### src/hdl/cache_pkg.sv
// geometry and shared types of the 2-way write-through cache
// front-end addresses are byte addresses; the two low bits are ignored
package cache_pkg;

   localparam int ADDR_W        = 16;
   localparam int DATA_W        = 32;
   localparam int NBYTES        = 4;
   localparam int NBYTES_W      = 2;
   localparam int WORD_OFFSET_W = 2;
   localparam int NWORDS        = 2 ** WORD_OFFSET_W;
   localparam int NLINES_W      = 4;
   localparam int NLINES        = 2 ** NLINES_W;
   localparam int NWAYS_W       = 1;
   localparam int NWAYS         = 2 ** NWAYS_W;
   localparam int TAG_W         = ADDR_W - NBYTES_W - WORD_OFFSET_W - NLINES_W;
   localparam int WTBUF_DEPTH_W = 2;
   localparam int WTBUF_DEPTH   = 2 ** WTBUF_DEPTH_W;
   // word and line address widths
   localparam int WADDR_W       = ADDR_W - NBYTES_W;
   localparam int LADDR_W       = WADDR_W - WORD_OFFSET_W;

   typedef logic [DATA_W-1:0]        word_t;
   typedef logic [TAG_W-1:0]         tag_t;
   typedef logic [NBYTES-1:0]        strb_t;
   typedef logic [WADDR_W-1:0]       waddr_t;
   typedef logic [NLINES_W-1:0]      index_t;
   typedef logic [WORD_OFFSET_W-1:0] offset_t;
   typedef logic [NWAYS-1:0]         way_vec_t;
   typedef logic [NWAYS_W-1:0]       way_idx_t;

   // every word of the addressed set, all ways
   typedef word_t [NWAYS-1:0][NWORDS-1:0] line_words_t;

   typedef struct packed {
      waddr_t addr;
      word_t  wdata;
      strb_t  wstrb;
   } fe_req_t;

   typedef struct packed {
      waddr_t addr;
      word_t  wdata;
      strb_t  wstrb;
   } wt_entry_t;

   ////////////////////
   // address fields
   ////////////////////
   function automatic tag_t tag_of(waddr_t a);
      return a[WADDR_W-1 -: TAG_W];
   endfunction

   function automatic index_t index_of(waddr_t a);
      return a[WORD_OFFSET_W +: NLINES_W];
   endfunction

   function automatic offset_t offset_of(waddr_t a);
      return a[WORD_OFFSET_W-1:0];
   endfunction

   // one-hot way vector to way number, zero when nothing is set
   function automatic way_idx_t way_index(way_vec_t hit);
      way_idx_t idx;
      idx = '0;
      for (int k = 0; k < NWAYS; k++) begin
         if (hit[k]) begin
            idx = way_idx_t'(k);
         end
      end
      return idx;
   endfunction

endpackage

### src/hdl/cache_write_buffer.sv
// write-through FIFO of four register entries
// a push into a full buffer is taken only when a pop happens in the same cycle
module cache_write_buffer (
   input  logic                 clk_i,
   input  logic                 arst_i,
   input  logic                 push_i,
   input  cache_pkg::wt_entry_t entry_i,
   input  logic                 pop_i,
   output cache_pkg::wt_entry_t head_o,
   output logic                 empty_o,
   output logic                 full_o
);

   cache_pkg::wt_entry_t mem_q [cache_pkg::WTBUF_DEPTH];
   logic [cache_pkg::WTBUF_DEPTH_W-1:0] wr_ptr_q;
   logic [cache_pkg::WTBUF_DEPTH_W-1:0] rd_ptr_q;
   logic [cache_pkg::WTBUF_DEPTH_W:0]   count_q;
   logic do_push;
   logic do_pop;

   assign empty_o = (count_q == '0);
   assign full_o  = (count_q == cache_pkg::WTBUF_DEPTH);
   assign do_pop  = pop_i & ~empty_o;
   assign do_push = push_i & (~full_o | do_pop);

   always_ff @(posedge clk_i) begin
      if (do_push) begin
         mem_q[wr_ptr_q] <= entry_i;
      end
   end

   ////////////////////
   // pointers and level
   ////////////////////
   always_ff @(posedge clk_i or posedge arst_i) begin
      if (arst_i) begin
         wr_ptr_q <= '0;
         rd_ptr_q <= '0;
         count_q  <= '0;
      end else begin
         if (do_push) begin
            wr_ptr_q <= wr_ptr_q + 1'b1;
         end
         if (do_pop) begin
            rd_ptr_q <= rd_ptr_q + 1'b1;
         end
         case ({do_push, do_pop})
            2'b10:   count_q <= count_q + 1'b1;
            2'b01:   count_q <= count_q - 1'b1;
            default: count_q <= count_q;
         endcase
      end
   end

   assign head_o = mem_q[rd_ptr_q];

endmodule

### config.mk
export PLATFORM = sky130hd
export DESIGN_NAME = cache_write_buffer
export DESIGN_NICKNAME = d
export VERILOG_FILES = /design/src/hdl/cache_pkg.sv /design/src/hdl/cache_write_buffer.sv
export SDC_FILE = /design/constraint.sdc
export NUM_CORES = 1
export LEC_CHECK = 0
export ABC_AREA = 1
export BUFFER_PORTS_ARGS = -buffer_cell sky130_fd_sc_hd__buf_2
export CAP_MARGIN = 20
export CORE_UTILIZATION = 35
export DETAILED_ROUTE_END_ITERATION = 8
export PLACE_DENSITY = 0.59
export SLEW_MARGIN = 30
export SYNTH_ARGS = -nofsm -noshare
export SYNTH_HDL_FRONTEND = slang
export SYNTH_SLANG_ARGS = --single-unit
### constraint.sdc
create_clock -name clk_i -period 5.7 [get_ports clk_i]
set_input_delay 0.285 -clock clk_i [delete_from_list [all_inputs] [get_ports clk_i]]
set_output_delay 0.285 -clock clk_i [all_outputs]
set_load 0.01 [all_outputs]
Yosys cells after proc, flatten, opt, wreduce, memory -nomap -nowiden
Memories as Yosys holds them, arrays and structs flattened.
Cells that the tools add are included.
Storage, ports and cells
  register bits: 7
  latch bits: 0
  memory bits (writable): 200
  ROM bits: 0
  output and inout bits: 52
  memories: 1
Operators by class
  add/sub/neg operators: 4
  multiply operators: 0
  divide/modulo/power cells: 0
  order comparisons: 0
  equal/unequal tests: 3
  shift-type cells: 0
  multiplexer cells: 3
  bitwise gates (word level): 5
  reduce and logical (&&, ||, !) cells: 2
Memories
  mem_q: depth 4, bits a word 50, rd ports 1, clocked after Yosys merged registers in 0, write ports 1, line cache_write_buffer.sv:14  | cache_pkg::wt_entry_t mem_q [cache_pkg::WTBUF_DEPTH];
Operators by type and width (number)
  $pmux 3 s2: 1
  $add 2x1->2 const B: 2
  $add 3x1->3 const B: 1
  $eq 3x3->1 const B: 1
  $logic_not 3->1: 1
  $sub 3x1->3 const B: 1
  $and 1x1->1: 2
  $eq 2x1->1 const B: 1
  $eq 2x2->1 const B: 1
  $mux 1: 2
  $not 1->1: 2
  $reduce_bool 2->1: 1
  $or 1x1->1: 1

Longest topological paths before layout
  word-level depth: 7
  gate-level depth with buffers: 9
  gate-level depth less buffers: 9

Worst setup path before layout
OpenSTA, ideal clock, no wires.
  kind: flip-flop to flip-flop
  start: register wr_ptr_q[0] in the netlist's numbering
  end: memory mem_q[2][0] in the netlist's numbering (enable)
  data arrival time: 2754 ps
  required time: 5242 ps
  path slack: 2488 ps
  stages on the path, launching flop included: 5
  path buffers: 0
  period minus slack after synthesis: 3212 ps
  cell sequence: dfrtp_1 > inv_1 > ha_1 > inv_1 > nor2_1
RTL lines
  start: declaration: line cache_write_buffer.sv:15  | logic [cache_pkg::WTBUF_DEPTH_W-1:0] wr_ptr_q;
  start signal: assignment: line cache_write_buffer.sv:42  | wr_ptr_q <= wr_ptr_q + 1'b1;
  end: declaration: line cache_write_buffer.sv:14
Straight into the memory's write port.

==> results by group <==
CTS
  • Clock input transition at the sequential cells of the worst setup and hold paths: 0.06 ns
  • # clock sinks: 207
  • CTS HTree Levels: 1
  • Insertion delay to the later sink of the worst-skew pair: 0.49 ns
  • Buffer cell driving the clock tree root: sky130_fd_sc_hd__clkbuf_16
  • TritonCTS clock tree: done
  • Number of buffers added by the clock tree synthesis step: 23
  • Max Root-Sink Buffers: 3
  • Post-CTS Setup Repair Bufs: 0

Finish
  • Cell area after layout: 9460 um2
  • Fraction of final layout cells sized beyond drive strength 1: 22.6%
  • Final nets: 721
  • Antenna fix cells: 0
  • Layout overhead on the synthesized area: 20.4%
  • End-of-flow core utilization: 43.2%
  • Count of fill cells added during filler insertion: 2004
  • Commonest non-fill, non-tap cell in the layout: sky130_fd_sc_hd__edfxtp_1
  • Highest-count cells in the layout ignoring fill and taps: 200 x sky130_fd_sc_hd__edfxtp_1, 105 x sky130_fd_sc_hd__buf_2, 103 x sky130_fd_sc_hd__nor2_1, 61 x sky130_fd_sc_hd__o21ai_0, 50 x sky130_fd_sc_hd__o22ai_1

Global routing
  • First-pass GRT wire length: 26400 um
  • Number of global-route vias before repair: 4920
  • GRT Total Usage: 14.4%
  • Antenna violations before repair: 0
  • Maximum number of pins on one net before global-route repair: 101
  • Overflow left after global routing: 0

Drt
  • Antenna Nets Post-Route: 0
  • Number of vias in the routed layout: 4782
  • Number of vias per cell: 5.00
  • Routed wire length: 17100 um
  • First drt pass iteration count: 4
  • Wire length per cell after detailed routing: 17.9 um
  • DRC: 0
  • Drt first-iter violations: 239

Die
  • Count of standard-cell rows: 54
  • Standard cell core area: 21900 um2
  • Die H: 152 um
  • I/O pins: 106
  • Die Area: 23100 um2
  • Initial core utilization: 35.9%
  • Horizontal die dimension: 152 um

Critical path
  • Worst r2r path cells: 5
  • Cell at the slowest stage of the critical path: sky130_fd_sc_hd__clkinv_2
  • FF-to-FF setup slack: 3.40 ns
  • Critical Path Start: rd_ptr_q[1]$_DFFE_PP0N_
  • Buffer and inverter count on the worst path: 3
  • Endpoint kind of the worst setup timing path: primary output
  • FF-to-FF End: mem_q[2][20]$_DFFE_PP_
  • Delay contributed by the slowest stage of the critical path: 0.80 ns
  • Critical path's top delay family: buffers and inverters
  • Biggest fanout along the worst timing path: 52
  • CP Data Required Time: 5.41 ns
  • Startpoint type of the worst setup path: flop
  • Chain of cells forming the critical path: buf_4 -> clkinv_2 -> o21ai_1 -> o22ai_1 -> buf_2
  • Worst r2r src: wr_ptr_q[0]$_DFFE_PP0P_
  • CP Data Arrival Time: 2.78 ns
  • Kind of critical path: reg2out

Hold path
  • Min-Delay Path Class: in2reg
  • Startpoint of the lowest-slack hold path: entry_i[17]
  • Worst hold path depth: 1
  • Destination of the worst hold path: mem_q[0][17]$_DFFE_PP_

STA
  • Number of endpoints with negative hold slack in the final report: 0
  • Share of the clock period used by the worst path after layout: 53.7%
  • Fin Clk Skew: 0.00747 ns
  • Worst-margin pin slew: 0.810 ns
  • Setup TNS: 0 ns
  • Unrepaired setup endpoints after global routing: false
  • Setup violators final: 0
  • Final min period: 3.06 ns
  • Worst-case headroom to the max-slew limit: 45.8%
  • Final max-slew violation count: 0
  • Hold Worst Slack: 0.0198 ns
  • Maximum achievable frequency: 0.327 GHz

Synth
  • Synth cell types: 21
  • Sequential-to-total area share from yosys stat: 78.6%
  • Summed instance area of the synthesized netlist: 7860 um2
  • Seq cells post-synth: 207
  • Synthesis warning total: 0
  • Per-instance average area after synthesis: 14.6 um2
  • Synthesized Nets: 599
  • Cells after Synth: 540

Pwr
  • Switch share: 34.6%
  • Clock Power Share: 26.1%
  • Part of the total power dissipated in combinational logic: 32.9%
  • Switching power: 1.76 mW
  • Pint: 3.32 mW
  • Leakage power of the design: 3.33 nW
  • Pwr Density: 536 nW/um2
  • Relative contribution of sequential cells to total power: 40.9%
  • Max rail drop VDD: 313 uV
  • Power after layout: 5.07 mW

Place
  • Placed Instance Area: 8610 um2
  • Number of buffers inserted by port buffering: 105
  • RD Place Congestion: 0.717
  • Hpwl dp: 9460 um

Run status
  • Status: finished clean

Job
  • Max_cap viols: 0
what timing repair did:
item / 4_1_cts / 5_1_grt
gates resized for setup: 0 / 0
endpoints found under the hold margin: 66 / 0
hold buffers: 17 / 0
registers in the layout (all words and copies together) (netlist names):
signal / flops
wr_ptr_q: 2
rd_ptr_q: 2
mem_q: 200
count_q: 3
synth_stat cells, drive strengths merged:
| master | number | area [um2] |
|---|---|---|
| edfxtp | 200 | 6010 |
| nor2 | 108 | 408 |
| o21ai | 102 | 522 |
| o22ai | 50 | 313 |
| clkbuf | 17 | 66.3 |
| inv | 16 | 60.1 |
| buf | 15 | 144 |
| nand2 | 12 | 45.0 |
| dfrtp | 7 | 175 |
| ha | 4 | 50.1 |
| nand3 | 3 | 15.0 |
| a21oi | 2 | 10.0 |
| xor2 | 2 | 17.5 |
| fa | 1 | 20.0 |
| nand3b | 1 | 7.51 |
cell families after synthesis:
logic type / share of synthesized area, %
AO/OA/AOI/OAI: 10.7
XOR/XNOR: 0.223
adder cells (fa/ha/maj): 0.892
buffers and inverters: 3.44
flip-flops: 78.6
AND/OR/NAND/NOR: 6.05
cell type report:
type	count	area [um2]	share of cell area (%)
clock buffers	31	606	6.40
clock inverters	8	65.1	0.688
inverters	16	62.6	0.661
multi-input cells	285	1440	15.2
flip-flops and latches	207	6190	65.4
well taps	280	350	3.70
repair buffers	129	752	7.95
power groups by stage:
stage	registers, mW	logic, mW	clock network [mW]
after global routing	2.10	1.86	1.42
after floorplan	2.10	1.09	0
after detailed placement	2.11	1.70	0
final	2.08	1.67	1.33
after CTS	2.08	1.72	1.36
after global placement	2.09	1.66	0
worst max path at each step:
stage               slack [ns]  cells after the start                     to
floorplan                 2.49                      4  mem_q[2][0]$_DFFE_PP_
global placement          3.23                      5              head_o[4]
detailed placement        3.22                      5              head_o[4]
CTS                       2.69                      5              head_o[4]
global route              2.39                      5             head_o[42]
finish                    2.64                      5             head_o[42]
through the flow:
stage	cells	worst slack, ns
2_1_floorplan	540	2.49
3_3_place_gp	900	3.23
3_5_place_dp	900	3.22
4_1_cts	956	2.69
5_1_grt	956	2.39
6_report	956	2.64
worst reg2reg max path, delay by kind of cell (launching register included):
kind | cells | cell delay, ns
buf+inv | 3 | 0.73
flops | 1 | 0.41
fa+ha+maj | 1 | 0.16
simple gates | 1 | 0.64
metal layers:
layer | track usage, % | vias up | part of all wire, %
li1 | - | 2253 | -
met1 | 18.7 | 2401 | 45
met2 | 25.1 | 105 | 50
met3 | 2.54 | 23 | 3.9
met4 | 3.57 | 0 | 1.6
met5 | 0 | - | 0
Note: power is estimated with default switching activity, not from simulation.
