File: src/hdl/cache_pkg.sv
// geometry and shared types of the 2-way write-through cache
// front-end addresses are byte addresses; the two low bits are ignored
package cache_pkg;

   localparam int ADDR_W        = 16;
   localparam int DATA_W        = 32;
   localparam int NBYTES        = 4;
   localparam int NBYTES_W      = 2;
   localparam int WORD_OFFSET_W = 2;
   localparam int NWORDS        = 2 ** WORD_OFFSET_W;
   localparam int NLINES_W      = 4;
   localparam int NLINES        = 2 ** NLINES_W;
   localparam int NWAYS_W       = 1;
   localparam int NWAYS         = 2 ** NWAYS_W;
   localparam int TAG_W         = ADDR_W - NBYTES_W - WORD_OFFSET_W - NLINES_W;
   localparam int WTBUF_DEPTH_W = 2;
   localparam int WTBUF_DEPTH   = 2 ** WTBUF_DEPTH_W;
   // word and line address widths
   localparam int WADDR_W       = ADDR_W - NBYTES_W;
   localparam int LADDR_W       = WADDR_W - WORD_OFFSET_W;

   typedef logic [DATA_W-1:0]        word_t;
   typedef logic [TAG_W-1:0]         tag_t;
   typedef logic [NBYTES-1:0]        strb_t;
   typedef logic [WADDR_W-1:0]       waddr_t;
   typedef logic [NLINES_W-1:0]      index_t;
   typedef logic [WORD_OFFSET_W-1:0] offset_t;
   typedef logic [NWAYS-1:0]         way_vec_t;
   typedef logic [NWAYS_W-1:0]       way_idx_t;

   // every word of the addressed set, all ways
   typedef word_t [NWAYS-1:0][NWORDS-1:0] line_words_t;

   typedef struct packed {
      waddr_t addr;
      word_t  wdata;
      strb_t  wstrb;
   } fe_req_t;

   typedef struct packed {
      waddr_t addr;
      word_t  wdata;
      strb_t  wstrb;
   } wt_entry_t;

   ////////////////////
   // address fields
   ////////////////////
   function automatic tag_t tag_of(waddr_t a);
      return a[WADDR_W-1 -: TAG_W];
   endfunction

   function automatic index_t index_of(waddr_t a);
      return a[WORD_OFFSET_W +: NLINES_W];
   endfunction

   function automatic offset_t offset_of(waddr_t a);
      return a[WORD_OFFSET_W-1:0];
   endfunction

   // one-hot way vector to way number, zero when nothing is set
   function automatic way_idx_t way_index(way_vec_t hit);
      way_idx_t idx;
      idx = '0;
      for (int k = 0; k < NWAYS; k++) begin
         if (hit[k]) begin
            idx = way_idx_t'(k);
         end
      end
      return idx;
   endfunction

endpackage

File: src/hdl/cache_sp_ram.sv
// single-port RAM with one registered read per enabled cycle
// write-first: a write also shows the new word on d_o
module cache_sp_ram #(
   parameter type payload_t = logic [31:0]
) (
   input  logic              clk_i,
   input  logic              en_i,
   input  logic              we_i,
   input  cache_pkg::index_t addr_i,
   input  payload_t          d_i,
   output payload_t          d_o
);

   payload_t mem [cache_pkg::NLINES];

   always_ff @(posedge clk_i) begin
      if (en_i) begin
         if (we_i) begin
            mem[addr_i] <= d_i;
            d_o         <= d_i;
         end else begin
            d_o <= mem[addr_i];
         end
      end
   end

endmodule

File: src/hdl/cache_tag_lookup.sv
// decode stage; tag RAMs and valid outputs are read from the live address
// so they line up with the request registered on the same edge
module cache_tag_lookup (
   input  logic                        clk_i,
   input  logic                        arst_i,
   input  logic                        req_i,
   input  logic [cache_pkg::ADDR_W-1:0] addr_i,
   input  cache_pkg::word_t            wdata_i,
   input  cache_pkg::strb_t            wstrb_i,
   input  logic                        invalidate_i,
   input  logic                        replace_i,
   input  logic                        ack_i,
   input  logic                        replace_req_i,
   input  cache_pkg::way_vec_t         victim_i,
   output cache_pkg::fe_req_t          req_q_o,
   output logic                        req_valid_o,
   output cache_pkg::way_vec_t         way_hit_o,
   output logic                        raw_o
);

   cache_pkg::waddr_t   waddr;
   cache_pkg::index_t   index;
   cache_pkg::fe_req_t  req_q;
   logic                req_valid_q;
   logic [cache_pkg::NWAYS-1:0][cache_pkg::NLINES-1:0] valid_q;
   cache_pkg::way_vec_t valid_rd_q;
   cache_pkg::tag_t     tag_rd [cache_pkg::NWAYS];
   cache_pkg::way_vec_t way_hit;
   logic                write_access;
   logic                read_access;
   logic                wr_hit_prev_q;
   cache_pkg::way_vec_t way_prev_q;
   cache_pkg::offset_t  offset_prev_q;

   assign waddr = addr_i[cache_pkg::ADDR_W-1:cache_pkg::NBYTES_W];
   assign index = cache_pkg::index_of(waddr);

   // request is taken every cycle, valid drops for one cycle after the ack
   always_ff @(posedge clk_i) begin
      req_q <= '{addr: waddr, wdata: wdata_i, wstrb: wstrb_i};
   end

   always_ff @(posedge clk_i or posedge arst_i) begin
      if (arst_i) begin
         req_valid_q <= 1'b0;
      end else begin
         req_valid_q <= req_i & ~ack_i;
      end
   end

   ////////////////////
   // valid bits
   ////////////////////
   always_ff @(posedge clk_i or posedge arst_i) begin
      if (arst_i) begin
         valid_q    <= '0;
         valid_rd_q <= '0;
      end else if (invalidate_i) begin
         valid_q    <= '0;
         valid_rd_q <= '0;
      end else begin
         // the victim way takes the missing line
         for (int k = 0; k < cache_pkg::NWAYS; k++) begin
            if (replace_req_i && victim_i[k]) begin
               valid_q[k][cache_pkg::index_of(req_q.addr)] <= 1'b1;
            end
            if (req_i) begin
               valid_rd_q[k] <= valid_q[k][index];
            end
         end
      end
   end

   for (genvar k = 0; k < cache_pkg::NWAYS; k++) begin : g_tag_way
      cache_sp_ram #(
         .payload_t(cache_pkg::tag_t)
      ) u_tag_ram (
         .clk_i (clk_i),
         .en_i  (req_i),
         .we_i  (replace_req_i & victim_i[k]),
         .addr_i(index),
         .d_i   (cache_pkg::tag_of(req_q.addr)),
         .d_o   (tag_rd[k])
      );

      assign way_hit[k] = valid_rd_q[k] & (tag_rd[k] == cache_pkg::tag_of(req_q.addr));
   end

   ////////////////////
   // read-after-write
   ////////////////////
   assign write_access = req_valid_q & (|req_q.wstrb);
   assign read_access  = req_valid_q & ~(|req_q.wstrb);

   // history of the last real access, held over idle cycles and refills
   always_ff @(posedge clk_i or posedge arst_i) begin
      if (arst_i) begin
         wr_hit_prev_q <= 1'b0;
      end else if (req_valid_q && !replace_i) begin
         wr_hit_prev_q <= write_access & (|way_hit);
      end
   end

   always_ff @(posedge clk_i) begin
      if (req_valid_q && !replace_i) begin
         way_prev_q    <= way_hit;
         offset_prev_q <= cache_pkg::offset_of(req_q.addr);
      end
   end

   assign raw_o = read_access & wr_hit_prev_q & (way_prev_q == way_hit) &
                  (offset_prev_q == cache_pkg::offset_of(req_q.addr));

   assign req_q_o     = req_q;
   assign req_valid_o = req_valid_q;
   assign way_hit_o   = way_hit;

endmodule

File: config.mk
export PLATFORM = sky130hd
export DESIGN_NAME = cache_tag_lookup
export DESIGN_NICKNAME = d
export VERILOG_FILES = /design/src/hdl/cache_pkg.sv /design/src/hdl/cache_sp_ram.sv /design/src/hdl/cache_tag_lookup.sv
export SDC_FILE = /design/constraint.sdc
export NUM_CORES = 1
export LEC_CHECK = 0
export ABC_AREA = 0
export BUFFER_PORTS_ARGS = -buffer_cell sky130_fd_sc_hd__clkbuf_2
export CAP_MARGIN = 20
export CORE_MARGIN = 2
export CORE_UTILIZATION = 62
export CTS_BUF_LIST = sky130_fd_sc_hd__clkbuf_2 sky130_fd_sc_hd__clkbuf_4 sky130_fd_sc_hd__clkbuf_8
export CTS_CLUSTER_SIZE = 24
export DETAILED_ROUTE_END_ITERATION = 10
export GPL_ROUTABILITY_DRIVEN = 0
export PLACE_DENSITY = 0.87
export REMOVE_ABC_BUFFERS = 1
export SYNTH_ARGS = -nofsm -noshare
export SYNTH_HDL_FRONTEND = slang
export SYNTH_HIERARCHICAL = 1
export SYNTH_SLANG_ARGS = --single-unit
File: constraint.sdc
create_clock -name clk_i -period 2.2 [get_ports clk_i]
set_input_delay 0.11 -clock clk_i [delete_from_list [all_inputs] [get_ports clk_i]]
set_output_delay 0.11 -clock clk_i [all_outputs]
set_load 0.05 [all_outputs]
# Yosys cells after proc, flatten, opt, wreduce, memory -nomap -nowiden

Memories as Yosys holds them, arrays and structs flattened. A register that Yosys moved wholly into a read port is not among the register bits.
Cells that the tools add are included.

Flip-flop bits (word level): 90
Latch bits: 0
Bits in writable memories: 256
Bits in read-only memories: 0
Bits of input ports: 61
Output and inout port bits: 54
Logic and storage cells: 62
Memories: 2

Add/subtract/negate cells: 0
$mul: 0
Div/mod/pow operators: 0
$lt $le $gt $ge: 3
Eq/ne operators: 4
Shift operators: 0
Mux-type cells: 18
Bitwise logic cells: 15
Reduce and logical (&&, ||, !) cells: 10

Memory list:

| name                       | depth | bits a word | rd ports | clocked after Yosys merged registers in | wr ports | RTL line           | text |
|---|---|---|---|---|---|---|---|
| g_tag_way[0].u_tag_ram.mem | 16    | 8           | 1        | 1                                       | 1        | cache_sp_ram.sv:14 | `payload_t mem [cache_pkg::NLINES];` |
| g_tag_way[1].u_tag_ram.mem | 16    | 8           | 1        | 1                                       | 1        | cache_sp_ram.sv:14 |  |

Operators by type and width:

| cell               | number |
|---|---|
| $mux 16            | 2 |
| $mux 32            | 1 |
| $or 16x16->16      | 2 |
| $eq 8x8->1         | 2 |
| $and 1x1->1        | 11 |
| $mux 1             | 11 |
| $lt 4x5->1 const B | 2 |
| $bmux 1 s4         | 2 |
| $reduce_bool 2->1  | 3 |
| $demux 1 s4        | 1 |
| $eq 2x2->1         | 2 |
| $ge 4x1->1 const B | 1 |
| $logic_and 1x1->1  | 4 |
| $reduce_or 4->1    | 1 |
| $mux 2             | 1 |
| $not 1->1          | 2 |
| $reduce_or 2->1    | 1 |
| $logic_not 1->1    | 1 |

# Longest topological paths before layout

Depth in word-level cells: 7
Depth in mapped cells: 6
Gate-level depth less buffers: 5

# Cells and area by module

Netlist, hierarchy kept.

By module, submodules not included:

| module           | times used | cells an instance | area each (um^2) | sequential area each (um^2) |
|---|---|---|---|---|
| cache_sp_ram     | 2          | 277               | 5,371.4          | 4,083.9 |
| cache_tag_lookup | 1          | 243               | 2,981.6          | 2,021.9 |

# Worst setup path before layout

OpenSTA, ideal clock, no wires.

Path kind: reg-to-output
Start point: reg req_q, in the netlist req_q_o[45]
End point: out raw_o
Arrival time: 4.327 ns
Required time: 2.090 ns
Path slack: -2.237 ns
Stages on the path, launching flop included: 6
Buffers on the path: 0
Cells stage by stage: dfxtp_1 xnor2_1 nand3_1 nor3_1 xor2_1 nor4_1

Word-level cells in the longest chain between the ends: 5
Elaborated cells on any way between the ends: 7
Those cells by class: eq/ne: 3; bitwise: 4

RTL lines:

| element                  | RTL line                | text |
|---|---|---|
| start, declared          | cache_tag_lookup.sv:23  | `cache_pkg::fe_req_t req_q;` |
| start signal, assigned   | cache_tag_lookup.sv:40  | `req_q <= '{addr: waddr, wdata: wdata_i, wstrb: wstrb_i};` |
| $eq 8x8->1               | cache_tag_lookup.sv:86  | `assign way_hit[k] = valid_rd_q[k] & (tag_rd[k] == cache_pkg::tag_of(req_q.addr));` |
| $and 1x1->1              | cache_tag_lookup.sv:86  |  |
| net way_hit_o[1]         | cache_tag_lookup.sv:17  | `output cache_pkg::way_vec_t way_hit_o,` |
| $eq 2x2->1               | cache_tag_lookup.sv:111 | `assign raw_o = read_access & wr_hit_prev_q & (way_prev_q == way_hit) &` |
| $and 1x1->1 (2 in a row) | cache_tag_lookup.sv:111 |  |
| end, declared            | cache_tag_lookup.sv:18  | `output logic raw_o` |

The timed path passes the listed nets, and every way through them passes these cells.

# Final worst setup path

Start point: reg req_q, in the netlist req_q_o[43]
End point: out raw_o

Word-level cells in the longest chain between the ends: 5
Elaborated cells on any way between the ends: 7
Those cells by class: eq/ne: 3; bitwise: 4

RTL lines:

| element                    | RTL line |
|---|---|
| $eq 8x8->1                 | cache_tag_lookup.sv:86 |
| $and 1x1->1                | cache_tag_lookup.sv:86 |
| $eq 2x2->1 *               | cache_tag_lookup.sv:111 |
| $and 1x1->1 * (2 in a row) | cache_tag_lookup.sv:111 |

Mark *: on every way between the ends. The rest lies on a longest branch, timed or not.

==> impl_metrics.tcl <==
set metrics [dict create \
    status "complete, but fails checks" \
    violations "negative setup slack" \
    antennaDiodeCount 0 \
    cts_made_buffers 54 \
    critPathLaunch "req_q_o[43]" \
    synthFlopType "edfxtp_1" \
    hold_ws_ps 57.2 \
    drv_cap 0 \
    netlist_area_sq_mm 0.0137 \
    cp.required_ps 2090 \
    routed-wl-met3_um 3020 \
    grtUsageTotal_pct 28.9 \
    slew_viol_final 0 \
    min-delay-start "victim_i[0]" \
    final_nets 1114 \
    pwr_density_cell_mw_per_mm2 856 \
    drc 0 \
    clk_pin_slew_ps 70 \
    setup_ws_ps -119 \
    synth_async_sr_flop_share_pct 9.94 \
    dr.max_layer_used "met4" \
    port_buffers 112 \
    critPathKind "flip-flop to output port" \
    syn_to_final_growth_pct 22.6 \
    synthAdderAreaFrac_pct 0 \
    synthSimpleGateAreaFrac_pct 5.79 \
    vias 8478 \
    synth_compound_area_share_pct 4.28 \
    grt_first_pass_wirelength_um 51000 \
    skew_ps 45.0 \
    die_area_sq_mm 0.0233 \
    drt-met1-wl_um 11700 \
    finalCritPeriodShare_pct 105 \
    synthXorXnorAreaFrac_pct 1.28 \
    grt_pass1_vias 8896 \
    grt-ovfl-total 0 \
    max_freq_mhz 431 \
    clk_path_buf_depth 3 \
    dieWidth_um 153 \
    synth_mux_area_share_pct 12.7 \
    finalCriticalPeriod_ps 2320 \
    fin_area_sq_mm 0.0168 \
    viasPerCell 6.15 \
    drtIter0Drc 998 \
    endpoint_kind "output port" \
    ys_seq_area_share_pct 74.2 \
    hp-class "input pin to flip-flop" \
    antenna_found_initial 0 \
    vdd_drop_max_uv 706 \
    power_mw 14.4 \
    syn_inst 797 \
    drt-pass1-iter-count 6 \
    tightest_slew_ps 689 \
    synth_edf_count 276 \
    cts-root-buf "clkbuf_8" \
    synth-seq-cells 362 \
    wl_met2_um 17400 \
    max_slew_margin_pct 54.1 \
    clkSinkCount 362 \
    p_leak_nw 6.32 \
    finalHoldViolCount 0 \
    synth.distinct_cells 33 \
    synth_warnings 6 \
    drt-total-wl_um 33400 \
    ant_nets 0 \
    synth_top_family_by_area "multiplexers" \
    setup_tns_ps -119 \
    start_util_pct 63.1 \
    die_h_um 153 \
    pre_cts_slack_ps -16.0 \
    dp_hpwl_um 19000 \
    worstPathMaxFanout 4 \
    post_drt_wl_per_cell_um 24.2 \
    clk_latency_ps 610 \
    placed_area_sq_mm 0.0151 \
    avgSynthCellArea_sq_um 17.2 \
    timing.rr.start "g_tag_way[0].u_tag_ram/mem[13][5]" \
    setup_viol 1 \
    htree_levels 2 \
    rows 54 \
    core_area_sq_mm 0.0218 \
    ioPinCount 115 \
    crit_arrival_ps 2210 \
    grt_max_degree 37 \
    cts_tree "built" \
    rsz0062_at_grt "yes" \
    critPathLaunchType "flip-flop" \
    drive_above_1_share_pct 31.9 \
]
## per-stage QoR
step	std cells	util, %
floorplan	758	-
global placement	1225	69.3
detailed placement	1225	69.3
CTS	1377	77.1
global route	1378	77.3
finish	1378	77.3
## what timing repair did
item                                    4_1_cts  5_1_grt
hold endpoints to repair                     89        0
pin swaps                                     2        4
hold buffers                                 50        0
setup buffers                                 1        1
gates resized for setup                      11        9
endpoints found under the setup margin        2        1
## state kept, by name (all words and copies together), names as in the netlist
register,count
offset_prev_q,2
valid_q,32
way_prev_q,2
req_q_o,50
wr_hit_prev_q,1
valid_rd_q,2
req_valid_o,1
g_tag_way.u_tag_ram/d_o,16
g_tag_way.u_tag_ram/mem,256
## worst max-delay path, cell delays in order, from the launching register on
cell     delay, ps
dfxtp_2        470
xnor2_1        170
nand4_1        180
nor3_4         210
xor2_1         100
nor4_1         260
buf_4          240
## path summary, 6_finish.rpt
path	cells past startpoint	end	slack, ps
setup / recovery	6	raw_o	-120
hold / removal	5	valid_q[5]	60
setup reg to reg	4	g_tag_way[0].u_tag_ram/d_o[5]	350
hold reg to reg	2	valid_q[9]	490
max in group asynchronous	4	valid_q[15]	1700
min in group asynchronous	4	valid_q[30]	180
## cell usage after synthesis (all sizes together), types with 4 or more instances
library cell    n  area share (%)
a21oi          34             1.2
a22oi           4            0.22
buf            27             1.2
clkbuf         12            0.33
dfrtp          36             6.6
dfxtp          50             7.3
edfxtp        276              60
inv             4            0.11
mux2           12            0.98
mux2i          56             4.1
mux4           46             7.7
nand2          23            0.63
nand2b          7            0.32
nand3          10            0.36
nand3b          6            0.33
nand4           5            0.23
nand4b          4            0.26
nor2           83             2.3
nor2b          14            0.64
nor3           14            0.51
o211ai          8            0.44
o21ai          16            0.58
o32a           24             1.8
xnor2          17             1.1
## final cells by class
class	count	area [sq um]
clock buffer	80	976
clock inverter	21	183
fill	1148	4930
inverter	4	15.0
multi-input combinational	392	3370
sequential	362	10200
tap	280	350
timing repair buffer	239	1740
## logic make-up (layout without fill, tap and decap cells)
family | after synthesis | in the layout
AO/OA/AOI/OAI | 87 | 87
XOR/XNOR | 20 | 20
buffers and inverters | 43 | 344
flip-flops | 362 | 362
multiplexers | 114 | 114
AND/OR/NAND/NOR | 171 | 171
## where the power goes
group | switching [mW] | internal (mW)
clock | 2.60 | 3.21
sequential | 0.0585 | 7.45
combinational | 0.672 | 0.406
## cell usage in the layout (no fill, tap or decap), types with 4 or more instances in the layout
master / count
edfxtp_1: 276
clkbuf_2: 107
nor2_1: 83
buf_4: 73
clkbuf_8: 60
mux2i_1: 56
dlygate4sd3_1: 50
dfxtp_1: 44
mux4_2: 42
dfrtp_1: 36
a21oi_1: 34
o32a_1: 24
nand2_1: 23
clkbuf_4: 20
o21ai_0: 16
nor2b_1: 14
xnor2_1: 13
nor3_1: 12
mux2_2: 12
nand3_1: 9
o211ai_1: 8
nand2b_1: 7
clkinv_1: 7
clkinv_2: 7
nand3b_1: 6
buf_12: 6
dfxtp_2: 6
nand4_1: 5
inv_1: 4
mux4_1: 4
a22oi_1: 4
nand4b_1: 4
## metal layers
metal | up-vias | GRT usage, %
met4 | 0 | 11.4
li1 | 3614 | -
met3 | 100 | 5.09
met5 | - | 0
met1 | 4194 | 36.8
met2 | 570 | 49.9
Note: power is estimated with default switching activity, not from simulation.
