==> src/hdl/cache_pkg.sv <==
// geometry and shared types of the 2-way write-through cache
// front-end addresses are byte addresses; the two low bits are ignored
package cache_pkg;

   localparam int ADDR_W        = 16;
   localparam int DATA_W        = 32;
   localparam int NBYTES        = 4;
   localparam int NBYTES_W      = 2;
   localparam int WORD_OFFSET_W = 2;
   localparam int NWORDS        = 2 ** WORD_OFFSET_W;
   localparam int NLINES_W      = 4;
   localparam int NLINES        = 2 ** NLINES_W;
   localparam int NWAYS_W       = 1;
   localparam int NWAYS         = 2 ** NWAYS_W;
   localparam int TAG_W         = ADDR_W - NBYTES_W - WORD_OFFSET_W - NLINES_W;
   localparam int WTBUF_DEPTH_W = 2;
   localparam int WTBUF_DEPTH   = 2 ** WTBUF_DEPTH_W;
   // word and line address widths
   localparam int WADDR_W       = ADDR_W - NBYTES_W;
   localparam int LADDR_W       = WADDR_W - WORD_OFFSET_W;

   typedef logic [DATA_W-1:0]        word_t;
   typedef logic [TAG_W-1:0]         tag_t;
   typedef logic [NBYTES-1:0]        strb_t;
   typedef logic [WADDR_W-1:0]       waddr_t;
   typedef logic [NLINES_W-1:0]      index_t;
   typedef logic [WORD_OFFSET_W-1:0] offset_t;
   typedef logic [NWAYS-1:0]         way_vec_t;
   typedef logic [NWAYS_W-1:0]       way_idx_t;

   // every word of the addressed set, all ways
   typedef word_t [NWAYS-1:0][NWORDS-1:0] line_words_t;

   typedef struct packed {
      waddr_t addr;
      word_t  wdata;
      strb_t  wstrb;
   } fe_req_t;

   typedef struct packed {
      waddr_t addr;
      word_t  wdata;
      strb_t  wstrb;
   } wt_entry_t;

   ////////////////////
   // address fields
   ////////////////////
   function automatic tag_t tag_of(waddr_t a);
      return a[WADDR_W-1 -: TAG_W];
   endfunction

   function automatic index_t index_of(waddr_t a);
      return a[WORD_OFFSET_W +: NLINES_W];
   endfunction

   function automatic offset_t offset_of(waddr_t a);
      return a[WORD_OFFSET_W-1:0];
   endfunction

   // one-hot way vector to way number, zero when nothing is set
   function automatic way_idx_t way_index(way_vec_t hit);
      way_idx_t idx;
      idx = '0;
      for (int k = 0; k < NWAYS; k++) begin
         if (hit[k]) begin
            idx = way_idx_t'(k);
         end
      end
      return idx;
   endfunction

endpackage

==> src/hdl/cache_response.sv <==
// result stage; ack, read data and miss request from the lookup result
// a miss waits for an empty write buffer so the back end holds every write
module cache_response (
   input  cache_pkg::fe_req_t     req_q_i,
   input  logic                   req_valid_i,
   input  cache_pkg::way_vec_t    way_hit_i,
   input  logic                   raw_i,
   input  logic                   replace_i,
   input  cache_pkg::line_words_t line_i,
   input  logic                   buf_full_i,
   input  logic                   buf_empty_i,
   input  logic                   write_ack_i,
   output logic                   ack_o,
   output cache_pkg::word_t       rdata_o,
   output logic                   replace_req_o,
   output logic                   read_hit_o,
   output logic                   read_miss_o,
   output logic                   write_hit_o
);

   logic read_access;
   logic write_access;
   logic hit;

   assign write_access = req_valid_i & (|req_q_i.wstrb);
   assign read_access  = req_valid_i & ~(|req_q_i.wstrb);

   // data is on the RAM outputs only outside a refill and a hazard
   assign hit = (|way_hit_i) & ~replace_i & ~raw_i;

   // a pop in the same cycle frees a slot in a full buffer
   assign ack_o = (read_access & hit) | (write_access & (~buf_full_i | write_ack_i));

   assign replace_req_o = read_access & ~(|way_hit_i) & ~replace_i & buf_empty_i;

   assign rdata_o = line_i[cache_pkg::way_index(way_hit_i)][cache_pkg::offset_of(req_q_i.addr)];

   assign read_hit_o  = ack_o & read_access;
   assign read_miss_o = replace_req_o;
   assign write_hit_o = ack_o & write_access & hit;

endmodule

==> config.mk <==
export PLATFORM = sky130hd
export DESIGN_NAME = cache_response
export DESIGN_NICKNAME = d
export VERILOG_FILES = /design/src/hdl/cache_pkg.sv /design/src/hdl/cache_response.sv
export SDC_FILE = /design/constraint.sdc
export NUM_CORES = 1
export LEC_CHECK = 0
export ABC_AREA = 1
export BUFFER_PORTS_ARGS = -buffer_cell sky130_fd_sc_hd__buf_2
export CORE_AREA = 4 4 134 136
export DETAILED_ROUTE_END_ITERATION = 8
export DIE_AREA = 0 0 138 140
export GPL_ROUTABILITY_DRIVEN = 0
export PLACE_DENSITY_LB_ADDON = 0.12
export SYNTH_ARGS = -nofsm -noshare
export SYNTH_HDL_FRONTEND = slang
export SYNTH_SLANG_ARGS = --single-unit
==> constraint.sdc <==
create_clock -name vclk -period 0.8
set_input_delay 0.04 -clock vclk [all_inputs]
set_output_delay 0.04 -clock vclk [all_outputs]
set_load 0.05 [all_outputs]
* Word level (Yosys, flattened, before mapping)
Index checks and enable logic that the tools add are counted.
** Word-level totals
- Output and inout port bits :: 37
- Word-level logic and storage cells :: 28
- Register bits after elaboration :: 0
- Input bits :: 314
** Cells by class
- Muxes and demuxes :: 5
- Reduce and logical (&&, ||, !) cells :: 2
- Magnitude comparators :: 2
- Bitwise logic cells :: 19
** Operator list (number)
- 128-bit 2-to-1 mux :: 2
- 32-bit binary-select mux with 2-bit select :: 1
- 32-bit 2-to-1 mux :: 1
- 1-bit AND :: 12
- 1-bit NOT :: 5
- 4-bit OR reduction :: 1
- 2-bit by 3-bit < comparator with 1-bit output (second input constant) :: 1
- 1-bit by 2-bit < comparator with 1-bit output (second input constant) :: 1
- 1-bit OR :: 2
- 2-bit OR reduction :: 1
- 1-bit 2-to-1 mux :: 1

* Depth between registers and ports, before layout
Gate-level depths: netlist of run 1.
- Depth after elaboration :: 7
- Mapped depth :: 9
- Depth with buffers taken out :: 6

* Worst setup path after synthesis of run 1
OpenSTA, ideal clock, no wires.
- Path type :: input -> output
- Start :: input port way_hit_i[1]
- End :: output port replace_req_o
- Required time :: 0.760 ns
- Setup slack :: -0.899 ns
- Arrival time :: 1.659 ns
- Buffers on the path :: 4
- Stages :: 7
- Cells stage by stage :: buf_4 > buf_6 > buf_6 > nor3_1 > nand2_1 > nor2_1 > buf_4
** Between the ends
- Longest elaborated chain between the ends :: 5
** Ends and longest elaborated chain
- start: declaration :: RTL line cache_response.sv:6 : input cache_pkg::way_vec_t way_hit_i,
- 2-bit OR reduction :: RTL line cache_response.sv:34 : assign replace_req_o = read_access & ~(|way_hit_i) & ~replace_i & buf_empty_i;
- 1-bit NOT :: RTL line cache_response.sv:34
- 1-bit AND (3 in series) :: RTL line cache_response.sv:34
- end: declaration :: RTL line cache_response.sv:15 : output logic replace_req_o,
No other way between the ends.

* Worst setup path after layout of run 1
- Start :: input port way_hit_i[1]
- End :: output port rdata_o[19]
** Between the ends
- Longest elaborated chain between the ends :: 5
** Ends and longest elaborated chain
- 1-bit 2-to-1 mux :: RTL line cache_pkg.sv:66 : if (hit[k]) begin
- 128-bit 2-to-1 mux (not written as such) (2 in series) :: RTL line cache_response.sv:36 : assign rdata_o = line_i[cache_pkg::way_index(way_hit_i)][cache_pkg::offset_of(req_q_i.addr)];
- 32-bit binary-select mux with 2-bit select :: RTL line cache_response.sv:36
- 32-bit 2-to-1 mux (not written as such) :: RTL line cache_response.sv:36
- end: declaration :: RTL line cache_response.sv:14 : output cache_pkg::word_t rdata_o,
No other way between the ends. The select of a mux whose other input is x is not followed.

==> results by group, run 1 <==
STA
  – Maximum clock frequency: 0.930 GHz
  – Setup TNS: -8.43 ns
  – RSZ-0062 raised after global routing: yes
  – # setup viols final: 37
  – Worst slew margin: 83.9%
  – Post-route fraction of the period consumed by the critical path: 134%
  – Slew @ Worst Pin: 0.240 ns
  – Final-report hold violation count: 0
  – Worst hold slack: 0.442 ns
  – Shortest period the worst path allows: 1.07 ns
  – Final slew viol count: 0
  – Worst setup margin: -0.275 ns

Worst hold path
  – Class of the most critical hold timing path: in2out
  – Beginning of the worst hold path: buf_empty_i
  – Instance count along the most critical hold path: 4
  – Hold EP: replace_req_o

Final layout
  – Flip-flop and latch count: 0
  – Storage element area: 0 sq um
  – Number of nets in the finished design: 1499
  – Syn-to-layout area delta: 98.9%
  – Layout cell share with drive strength beyond 1: 44.6%
  – Number of antenna repair diodes: 0
  – Number of clock buffers in the layout: 0
  – Core occupancy in the finished layout: 42.0%
  – Post-route standard cell area excluding fillers: 0.00712 sq mm

Synth
  – Leading post-synthesis cells by cell area: nand2_1 (44%), inv_1 (27%), nand3_1 (18%)
  – Syn Area/Cell: 4.12 sq um
  – Number of distinct library cells after synthesis: 13
  – Leading post-synthesis cells by instance count: nand2_1 (418), inv_1 (260), nand3_1 (130)
  – Sequential-to-total area share from yosys stat: 0%
  – Most instantiated library cell after synthesis: nand2_1
  – Library cell with the largest summed area after synthesis: nand2_1
  – Fraction of synthesized cell area taken by the top area cell type: 43.8%
  – Cell Area, Synth: 0.00358 sq mm
  – Post-Syn Instances: 869
  – Synth warn: 0
  – Synthesized Nets: 1183

Route
  – First drt pass iteration count: 4
  – Initial detailed-routing violation count: 192
  – Post-detailed-route DRC marker count: 0
  – Detail Route Antenna Nets: 0
  – Routed met1 length: 9020 microns
  – Average wire length per cell after detail routing: 13.9 microns
  – Length of routed met2 wiring: 9290 microns
  – Final routed wirelength across all metal layers: 19600 microns
  – Length of routed met3 wiring: 1020 microns
  – DR vias/cell: 4.08
  – Top routing layer used: met5
  – Routed vias: 5748

Outcome
  – Result of the run: finished with violations
  – Violations in the final reports: negative setup slack

Die
  – Number of rows in the core area: 48
  – Effective utilization at floorplan: 21.1%
  – Y dimension of the die: 140 microns
  – Chip width: 138 microns
  – I/O pin count: 351
  – Overall die area: 0.0193 sq mm
  – Core box area: 0.0169 sq mm

Worst setup path
  – Largest fanout on the critical path: 8
  – Cell with the largest stage delay on the worst path: buf_12
  – Data arrival, critical path: 1.03 ns
  – Sort of element at the start of the critical path: input pin
  – Crit. End Element: output pin
  – CP Class: in2out
  – Worst EP required: 0.76 ns
  – Largest stage delay on the critical path: 0.15 ns
  – Crit-path cells: buf_16, buf_12, buf_12, buf_6, nand2_2, nand3_2, nand2_2, nand2_2, nand2_4, buf_12

Power
  – Power density over the cells: 667 mW/mm^2
  – Proportion of power drawn by combinational gates: 100.0%
  – Pint: 2.16 mW
  – Share of power burned in registers: 0%
  – Worst ir drop on vdd: 332 uV
  – Lkg Pwr: 4.76 nW
  – Switching share of total power: 54.6%
  – Power dissipated by switching net loads: 2.59 mW
  – Clock network fraction of total power: 0%

GRT
  – Initial antenna violation count: 2
  – Via count of the first global-routing pass: 5721
  – Maximum number of pins on one net before global-route repair: 24
  – Total global routing overflow: 0
  – Global Route Usage Sum: 19.1%
  – First-pass GRT wire length: 30200 microns

Placed design
  – Total placed instance area: 0.00588 sq mm
  – Pre-CTS setup slack: -0.456 ns
  – Port Buf Inserts: 307
  – Post-DP HPWL: 15200 microns

Job
  – Number of violations of the max-capacitance limit: 0
-- timing repair --
item,4_1_cts,5_1_grt
resized for setup,222,46
buffers inserted,7,0
pin swaps,45,20
hold buffers,0,0
endpoints found under the setup margin,37,37
gates cloned,10,1
-- per-layer routing --
metal | global-route usage [%] | vias to the layer above
li1 | - | 3084
met3 | 2.08 | 16
met2 | 32.5 | 180
met1 | 27.0 | 2464
met5 | 0 | -
met4 | 1.61 | 4
-- how the worst max path moves through the flow --
stage                       startpoint            end  slack (ns)  cells after the start
after floorplan           way_hit_i[1]  replace_req_o       -0.34                      7
after global placement     req_q_i[36]     rdata_o[2]       -0.45                      8
after detailed placement   req_q_i[36]     rdata_o[2]       -0.46                      8
after CTS                  req_q_i[36]    rdata_o[29]       -0.27                     10
after global routing      way_hit_i[1]    rdata_o[19]       -0.32                     10
final                     way_hit_i[1]    rdata_o[19]       -0.27                     10
-- metrics by stage --
step | std cells | total power, mW
floorplan | 869 | 2.30
global placement | 1391 | 3.76
detailed placement | 1391 | 3.76
CTS | 1408 | 4.68
global route | 1408 | 5.16
finish | 1408 | 4.75
-- area by class of cell --
| class | instances | area [sq um] |
|---|---|---|
| Fill cell | 1967 | 9820 |
| Multi-Input combinational cell | 557 | 2940 |
| Timing Repair Buffer | 364 | 2890 |
| Inverter | 262 | 1010 |
| Tap cell | 225 | 282 |
-- worst max-delay path: cells and delay by family --
family | cells | cell delay, ns
buf+inv | 5 | 0.67
simple gates | 5 | 0.31
-- cell families (layout without fill, tap and decap cells) --
family | after synthesis | after routing | synth area share (%)
buffers and inverters | 312 | 626 | 36.9
AO/OA/AOI/OAI | 2 | 2 | 0.280
AND/OR/NAND/NOR | 555 | 555 | 62.8
-- power by group through the flow --
stage / Clock [mW] / Combinational, mW / Sequential (mW)
2_1_floorplan: 0 / 2.30 / 0
3_5_place_dp: 0 / 3.76 / 0
4_1_cts: 0 / 4.68 / 0
6_report: 0 / 4.75 / 0
3_3_place_gp: 0 / 3.76 / 0
5_1_grt: 0 / 5.16 / 0
-- cell usage in the layout, fill, tap and decap left out, drive strengths merged --
cell type	count
buf	362
bufbuf	1
nor3	1
nor2	5
o21ai	2
inv	261
nand3	130
clkinv	1
clkbuf	1
nand2	418
nand4	1
No activity file was read; power rests on OpenSTA's default activity.
==> inputs of run 2 (changes only) <==
ABC_AREA = unset   (was 1)
CORE_AREA = 4 4 133 135   (was 4 4 134 136)
DIE_AREA = 0 0 137 139   (was 0 0 138 140)
==> results by group, run 2 <==
Outcome
  – Result of the run: finished with violations
  – Violations in the final reports: negative setup slack

Die
  – Core box area: 0.0165 sq mm
  – Y dimension of the die: 139 microns
  – I/O pin count: 351
  – Number of rows in the core area: 47
  – Chip width: 137 microns
  – Overall die area: 0.0190 sq mm
  – Effective utilization at floorplan: 12.6%

Power
  – Worst ir drop on vdd: 337 uV
  – Power dissipated by switching net loads: 1.59 mW
  – Lkg Pwr: 2.23 nW
  – Share of power burned in registers: 0%
  – Power density over the cells: 758 mW/mm^2
  – Switching share of total power: 45.4%
  – Proportion of power drawn by combinational gates: 100.0%
  – Pint: 1.92 mW
  – Clock network fraction of total power: 0%
  – Final Power: 3.51 mW

Final layout
  – Highest-count cells in the layout ignoring fill and taps: buf_2 (265), mux4_2 (64), buf_6 (42), mux2_4 (32), buf_16 (9)
  – Layout cell share with drive strength beyond 1: 99.1%
  – Most common cell after layout, fill and taps aside: buf_2
  – Number of nets in the finished design: 755
  – Syn-to-layout area delta: 124%
  – Storage element area: 0 sq um
  – Flip-flop and latch count: 0
  – Post-route standard cell area excluding fillers: 0.00463 sq mm
  – Number of clock buffers in the layout: 0

Worst hold path
  – Instance count along the most critical hold path: 3
  – Class of the most critical hold timing path: in2out
  – Hold EP: replace_req_o
  – Beginning of the worst hold path: way_hit_i[0]

Synth
  – Syn Area/Cell: 16.3 sq um
  – Dominant combinational cell family by area after synthesis: multiplexers
  – Compound-gate portion of the synthesized area: 1.03%
  – Post-Syn Instances: 127
  – Fraction of synthesized cell area taken by the top area cell type: 69.7%
  – Leading post-synthesis cells by instance count: mux4_2 (64), mux2_4 (20), mux2_2 (12)
  – Area share of and/or/nand/nor cells after synthesis: 1.82%
  – Most instantiated library cell after synthesis: mux4_2
  – Synthesized-area fraction occupied by adder cells: 0%
  – Share of cell area taken by muxes after synthesis: 90.8%
  – Synth warn: 0
  – Leading post-synthesis cells by cell area: mux4_2 (70%), mux2_4 (15%), mux2_2 (6.5%)
  – Sequential-to-total area share from yosys stat: 0%
  – Synthesized Nets: 441
  – Library cell with the largest summed area after synthesis: mux4_2
  – Number of distinct library cells after synthesis: 18
  – Cell Area, Synth: 0.00207 sq mm
  – Synth Area in XOR/XNOR: 0%

GRT
  – Via count of the first global-routing pass: 3259
  – Global Route Usage Sum: 12.6%
  – Total global routing overflow: 0
  – Initial antenna violation count: 3
  – Maximum number of pins on one net before global-route repair: 29
  – First-pass GRT wire length: 18700 microns

Route
  – Final routed wirelength across all metal layers: 13000 microns
  – Average wire length per cell after detail routing: 19.8 microns
  – DR vias/cell: 4.18
  – Initial detailed-routing violation count: 70
  – Routed vias: 2758
  – Post-detailed-route DRC marker count: 0
  – Detail Route Antenna Nets: 0
  – First drt pass iteration count: 4

Worst setup path
  – Timing startpoint of the critical path: way_hit_i[1]
  – CP Class: in2out
  – Sort of element at the start of the critical path: input pin
  – Crit. End Element: output pin
  – Worst EP required: 0.76 ns
  – Largest fanout on the critical path: 7
  – Data arrival, critical path: 1.28 ns

Job
  – Number of violations of the max-capacitance limit: 0

Placed design
  – Port Buf Inserts: 307
  – Total placed instance area: 0.00403 sq mm
  – Post-DP HPWL: 11000 microns

STA
  – Maximum clock frequency: 0.756 GHz
  – Worst slew margin: 80.9%
  – Worst setup margin: -0.523 ns
  – # setup viols final: 37
  – Slew @ Worst Pin: 0.286 ns
  – Post-route fraction of the period consumed by the critical path: 165%
  – RSZ-0062 raised after global routing: yes
  – Final-report hold violation count: 0
  – Final slew viol count: 0
  – Shortest period the worst path allows: 1.32 ns
run 2: cell types whose count changed after synthesis, moves of 3 or more:
cell / change
buf_1: -3
buf_2: -11
buf_6: -12
clkbuf_1: -5
inv_1: -258
mux2_2: +12
mux2_4: +20
mux4_2: +64
nand2_1: -417
nand3_1: -130
nor2_1: -3
run 2: how the worst max path moves through the flow:
| stage | to | slack [ns] | depth (start not counted) |
|---|---|---|---|
| 3_3_place_gp | rdata_o[27] | -0.69 | 5 |
| 6_report | rdata_o[27] | -0.52 | 5 |
| 5_1_grt | rdata_o[20] | -0.56 | 5 |
| 4_1_cts | rdata_o[18] | -0.53 | 5 |
| 2_1_floorplan | replace_req_o | -0.79 | 4 |
| 3_5_place_dp | rdata_o[27] | -0.72 | 5 |
run 2: area by class of cell:
cell class                      count  area [sq um]
Inverter                            2          7.51
Antenna cell                        1          2.50
Timing Repair Buffer              331          2290
Tap cell                          220           275
Multi-Input combinational cell    106          2060
Fill cell                        1753         11800
run 2: worst max-delay path: stages:
cell	delay, ns
buf_16	0.13
buf_16	0.15
mux4_2	0.52
mux2_4	0.28
buf_6	0.15
run 2: power groups by stage:
stage	clock [mW]	sequential, mW	combinational, mW
2_1_floorplan	0	0	2.00
3_3_place_gp	0	0	3.00
3_5_place_dp	0	0	3.01
4_1_cts	0	0	3.53
5_1_grt	0.000000167	0	3.71
6_report	0.000000167	0	3.51
run 2: cell families (layout without fill, tap and decap cells):
group / after synthesis / in the layout
compound gates: 3 / 3
buf+inv: 21 / 333
mux: 96 / 96
other cells: 0 / 1
simple gates: 7 / 7
run 2: routing by layer:
| layer | vias up | GRT usage [%] | wire (microns) |
|---|---|---|---|
| met4 | 4 | 1.73 | 218 |
| met2 | 188 | 24.2 | 7020 |
| met5 | - | 0 | 22 |
| met3 | 16 | 3.52 | 1360 |
| li1 | 1228 | - | - |
| met1 | 1322 | 13.8 | 4440 |
run 2: stage by stage:
stage	TNS (ns)	worst slack (ns)	hold slack, ns	util (%)	std cells
2_1_floorplan	-15.24	-0.787	0.149	-	127
3_3_place_gp	-23.32	-0.692	0.439	24.5	648
3_5_place_dp	-23.80	-0.721	0.442	24.5	648
4_1_cts	-17.56	-0.528	0.415	27.7	656
5_1_grt	-18.93	-0.564	0.431	28.1	660
6_report	-17.30	-0.523	0.421	28.1	660
run 2: repair_timing:
| item | in CTS | in global routing |
|---|---|---|
| setup endpoints to repair | 37 | 37 |
| gates cloned | 7 | 1 |
| buffers inserted | 1 | 2 |
| hold buffers | 0 | 0 |
| pin swaps | 4 | 3 |
| resized for setup | 103 | 6 |
==> inputs of run 3 (changes only) <==
CORE_AREA = 4 4 135 137   (was 4 4 133 135)
DIE_AREA = 0 0 139 141   (was 0 0 137 139)
==> results by group, run 3 (synthesized netlist as in run 2, its figures left out) <==
STA
  – Worst hold slack: 0.408 ns
  – Slew @ Worst Pin: 0.263 ns
  – Maximum clock frequency: 0.749 GHz
  – Post-route fraction of the period consumed by the critical path: 167%
  – Worst slew margin: 82.3%
  – # setup viols final: 37
  – Shortest period the worst path allows: 1.34 ns
  – RSZ-0062 raised after global routing: yes
  – Final slew viol count: 0
  – Setup TNS: -17.24 ns
  – Final-report hold violation count: 0
  – Worst setup margin: -0.535 ns

Placed design
  – Port Buf Inserts: 307
  – Post-DP HPWL: 11000 microns

Worst setup path
  – Kind of cell adding the most delay to the critical path: multiplexers
  – Crit. End Element: output pin
  – Data arrival, critical path: 1.30 ns
  – Dominant cell type by count on the critical path: buf_16
  – Worst EP required: 0.76 ns
  – CP Class: in2out
  – Sort of element at the start of the critical path: input pin
  – Crit-path cells: buf_16, buf_16, mux4_2, mux2_4, buf_6
  – Largest stage delay on the critical path: 0.54 ns
  – Largest fanout on the critical path: 7
  – Cell with the largest stage delay on the worst path: mux4_2
  – Buffers plus inverters on the worst setup path: 3

Final layout
  – Core occupancy in the finished layout: 26.6%
  – Highest-count cells in the layout ignoring fill and taps: buf_2 (265), mux4_2 (64), buf_6 (36), mux2_4 (32), buf_16 (8)
  – Layout cell share with drive strength beyond 1: 99.1%
  – Storage element area: 0 sq um
  – Number of antenna repair diodes: 0
  – Most common cell after layout, fill and taps aside: buf_2
  – Flip-flop and latch count: 0
  – Syn-to-layout area delta: 119%
  – Number of clock buffers in the layout: 0
  – Number of nets in the finished design: 750

Die
  – Effective utilization at floorplan: 12.1%
  – Y dimension of the die: 141 microns
  – I/O pin count: 351
  – Overall die area: 0.0196 sq mm
  – Chip width: 139 microns
  – Core box area: 0.0171 sq mm
  – Number of rows in the core area: 48

Power
  – Final Power: 3.44 mW
  – Worst ir drop on vdd: 403 uV
  – Lkg Pwr: 2.19 nW
  – Power density over the cells: 759 mW/mm^2

GRT
  – First-pass GRT wire length: 18700 microns
  – Maximum number of pins on one net before global-route repair: 35
  – Via count of the first global-routing pass: 3264
  – Initial antenna violation count: 1
  – Global Route Usage Sum: 12.1%
  – Total global routing overflow: 0

Route
  – Detail Route Antenna Nets: 0
  – Final routed wirelength across all metal layers: 12800 microns
  – Post-detailed-route DRC marker count: 0
  – DR vias/cell: 4.08
  – Routed vias: 2690
  – Average wire length per cell after detail routing: 19.4 microns
  – Initial detailed-routing violation count: 29
  – First drt pass iteration count: 4

Clock network
  – Hold buffer count at CTS: 0

Outcome
  – Violations in the final reports: negative setup slack
  – Result of the run: finished with violations

Job
  – Number of violations of the max-capacitance limit: 0

Worst hold path
  – Class of the most critical hold timing path: in2out
run 3: cell count changes in the layout (fill, tap and decap cells not counted), moves of 2 or more:
cell / delta
buf_8: +2
buf_4: +3
buf_12: -2
buf_6: -6
run 3: metrics by stage:
stage / area [sq um] / setup WS [ns] / cells
CTS: 4530 / -0.551 / 660
floorplan: 2220 / -0.787 / 127
finish: 4540 / -0.535 / 659
detailed placement: 4020 / -0.746 / 651
global placement: 4020 / -0.740 / 651
global route: 4540 / -0.572 / 659
run 3: timing repair:
item | in CTS | in global routing
buffers inserted | 3 | 1
setup endpoints to repair | 37 | 37
cloned | 6 | 0
resized for setup | 97 | 6
pin swaps | 5 | 3
run 3: final timing paths:
check | start | end | slack (ns) | depth (start not counted)
min | buf_full_i | write_hit_o | 0.41 | 3
max | way_hit_i[1] | rdata_o[25] | -0.54 | 5
run 3: where the power goes:
part	total, mW	internal, mW	leakage (nW)	switching [mW]
registers	0	0	0	0
logic	3.44	1.87	2.19	1.57
clock network	0	0	0	0
run 3: cell type report:
type,instances,area (sq um)
fill,1842,12500
inverter,2,7.51
timing repair buffer,326,2180
multi-input combinational,106,2070
tap,225,282
run 3: routing by layer:
layer  routed length [microns]  vias to the layer above  GRT usage [%]
met2                      7270                      170           24.6
met5                        13                        -              0
met1                      4360                     1295           13.0
met3                      1140                        4           3.32
met4                        24                        2          0.206
li1                          -                     1219              -
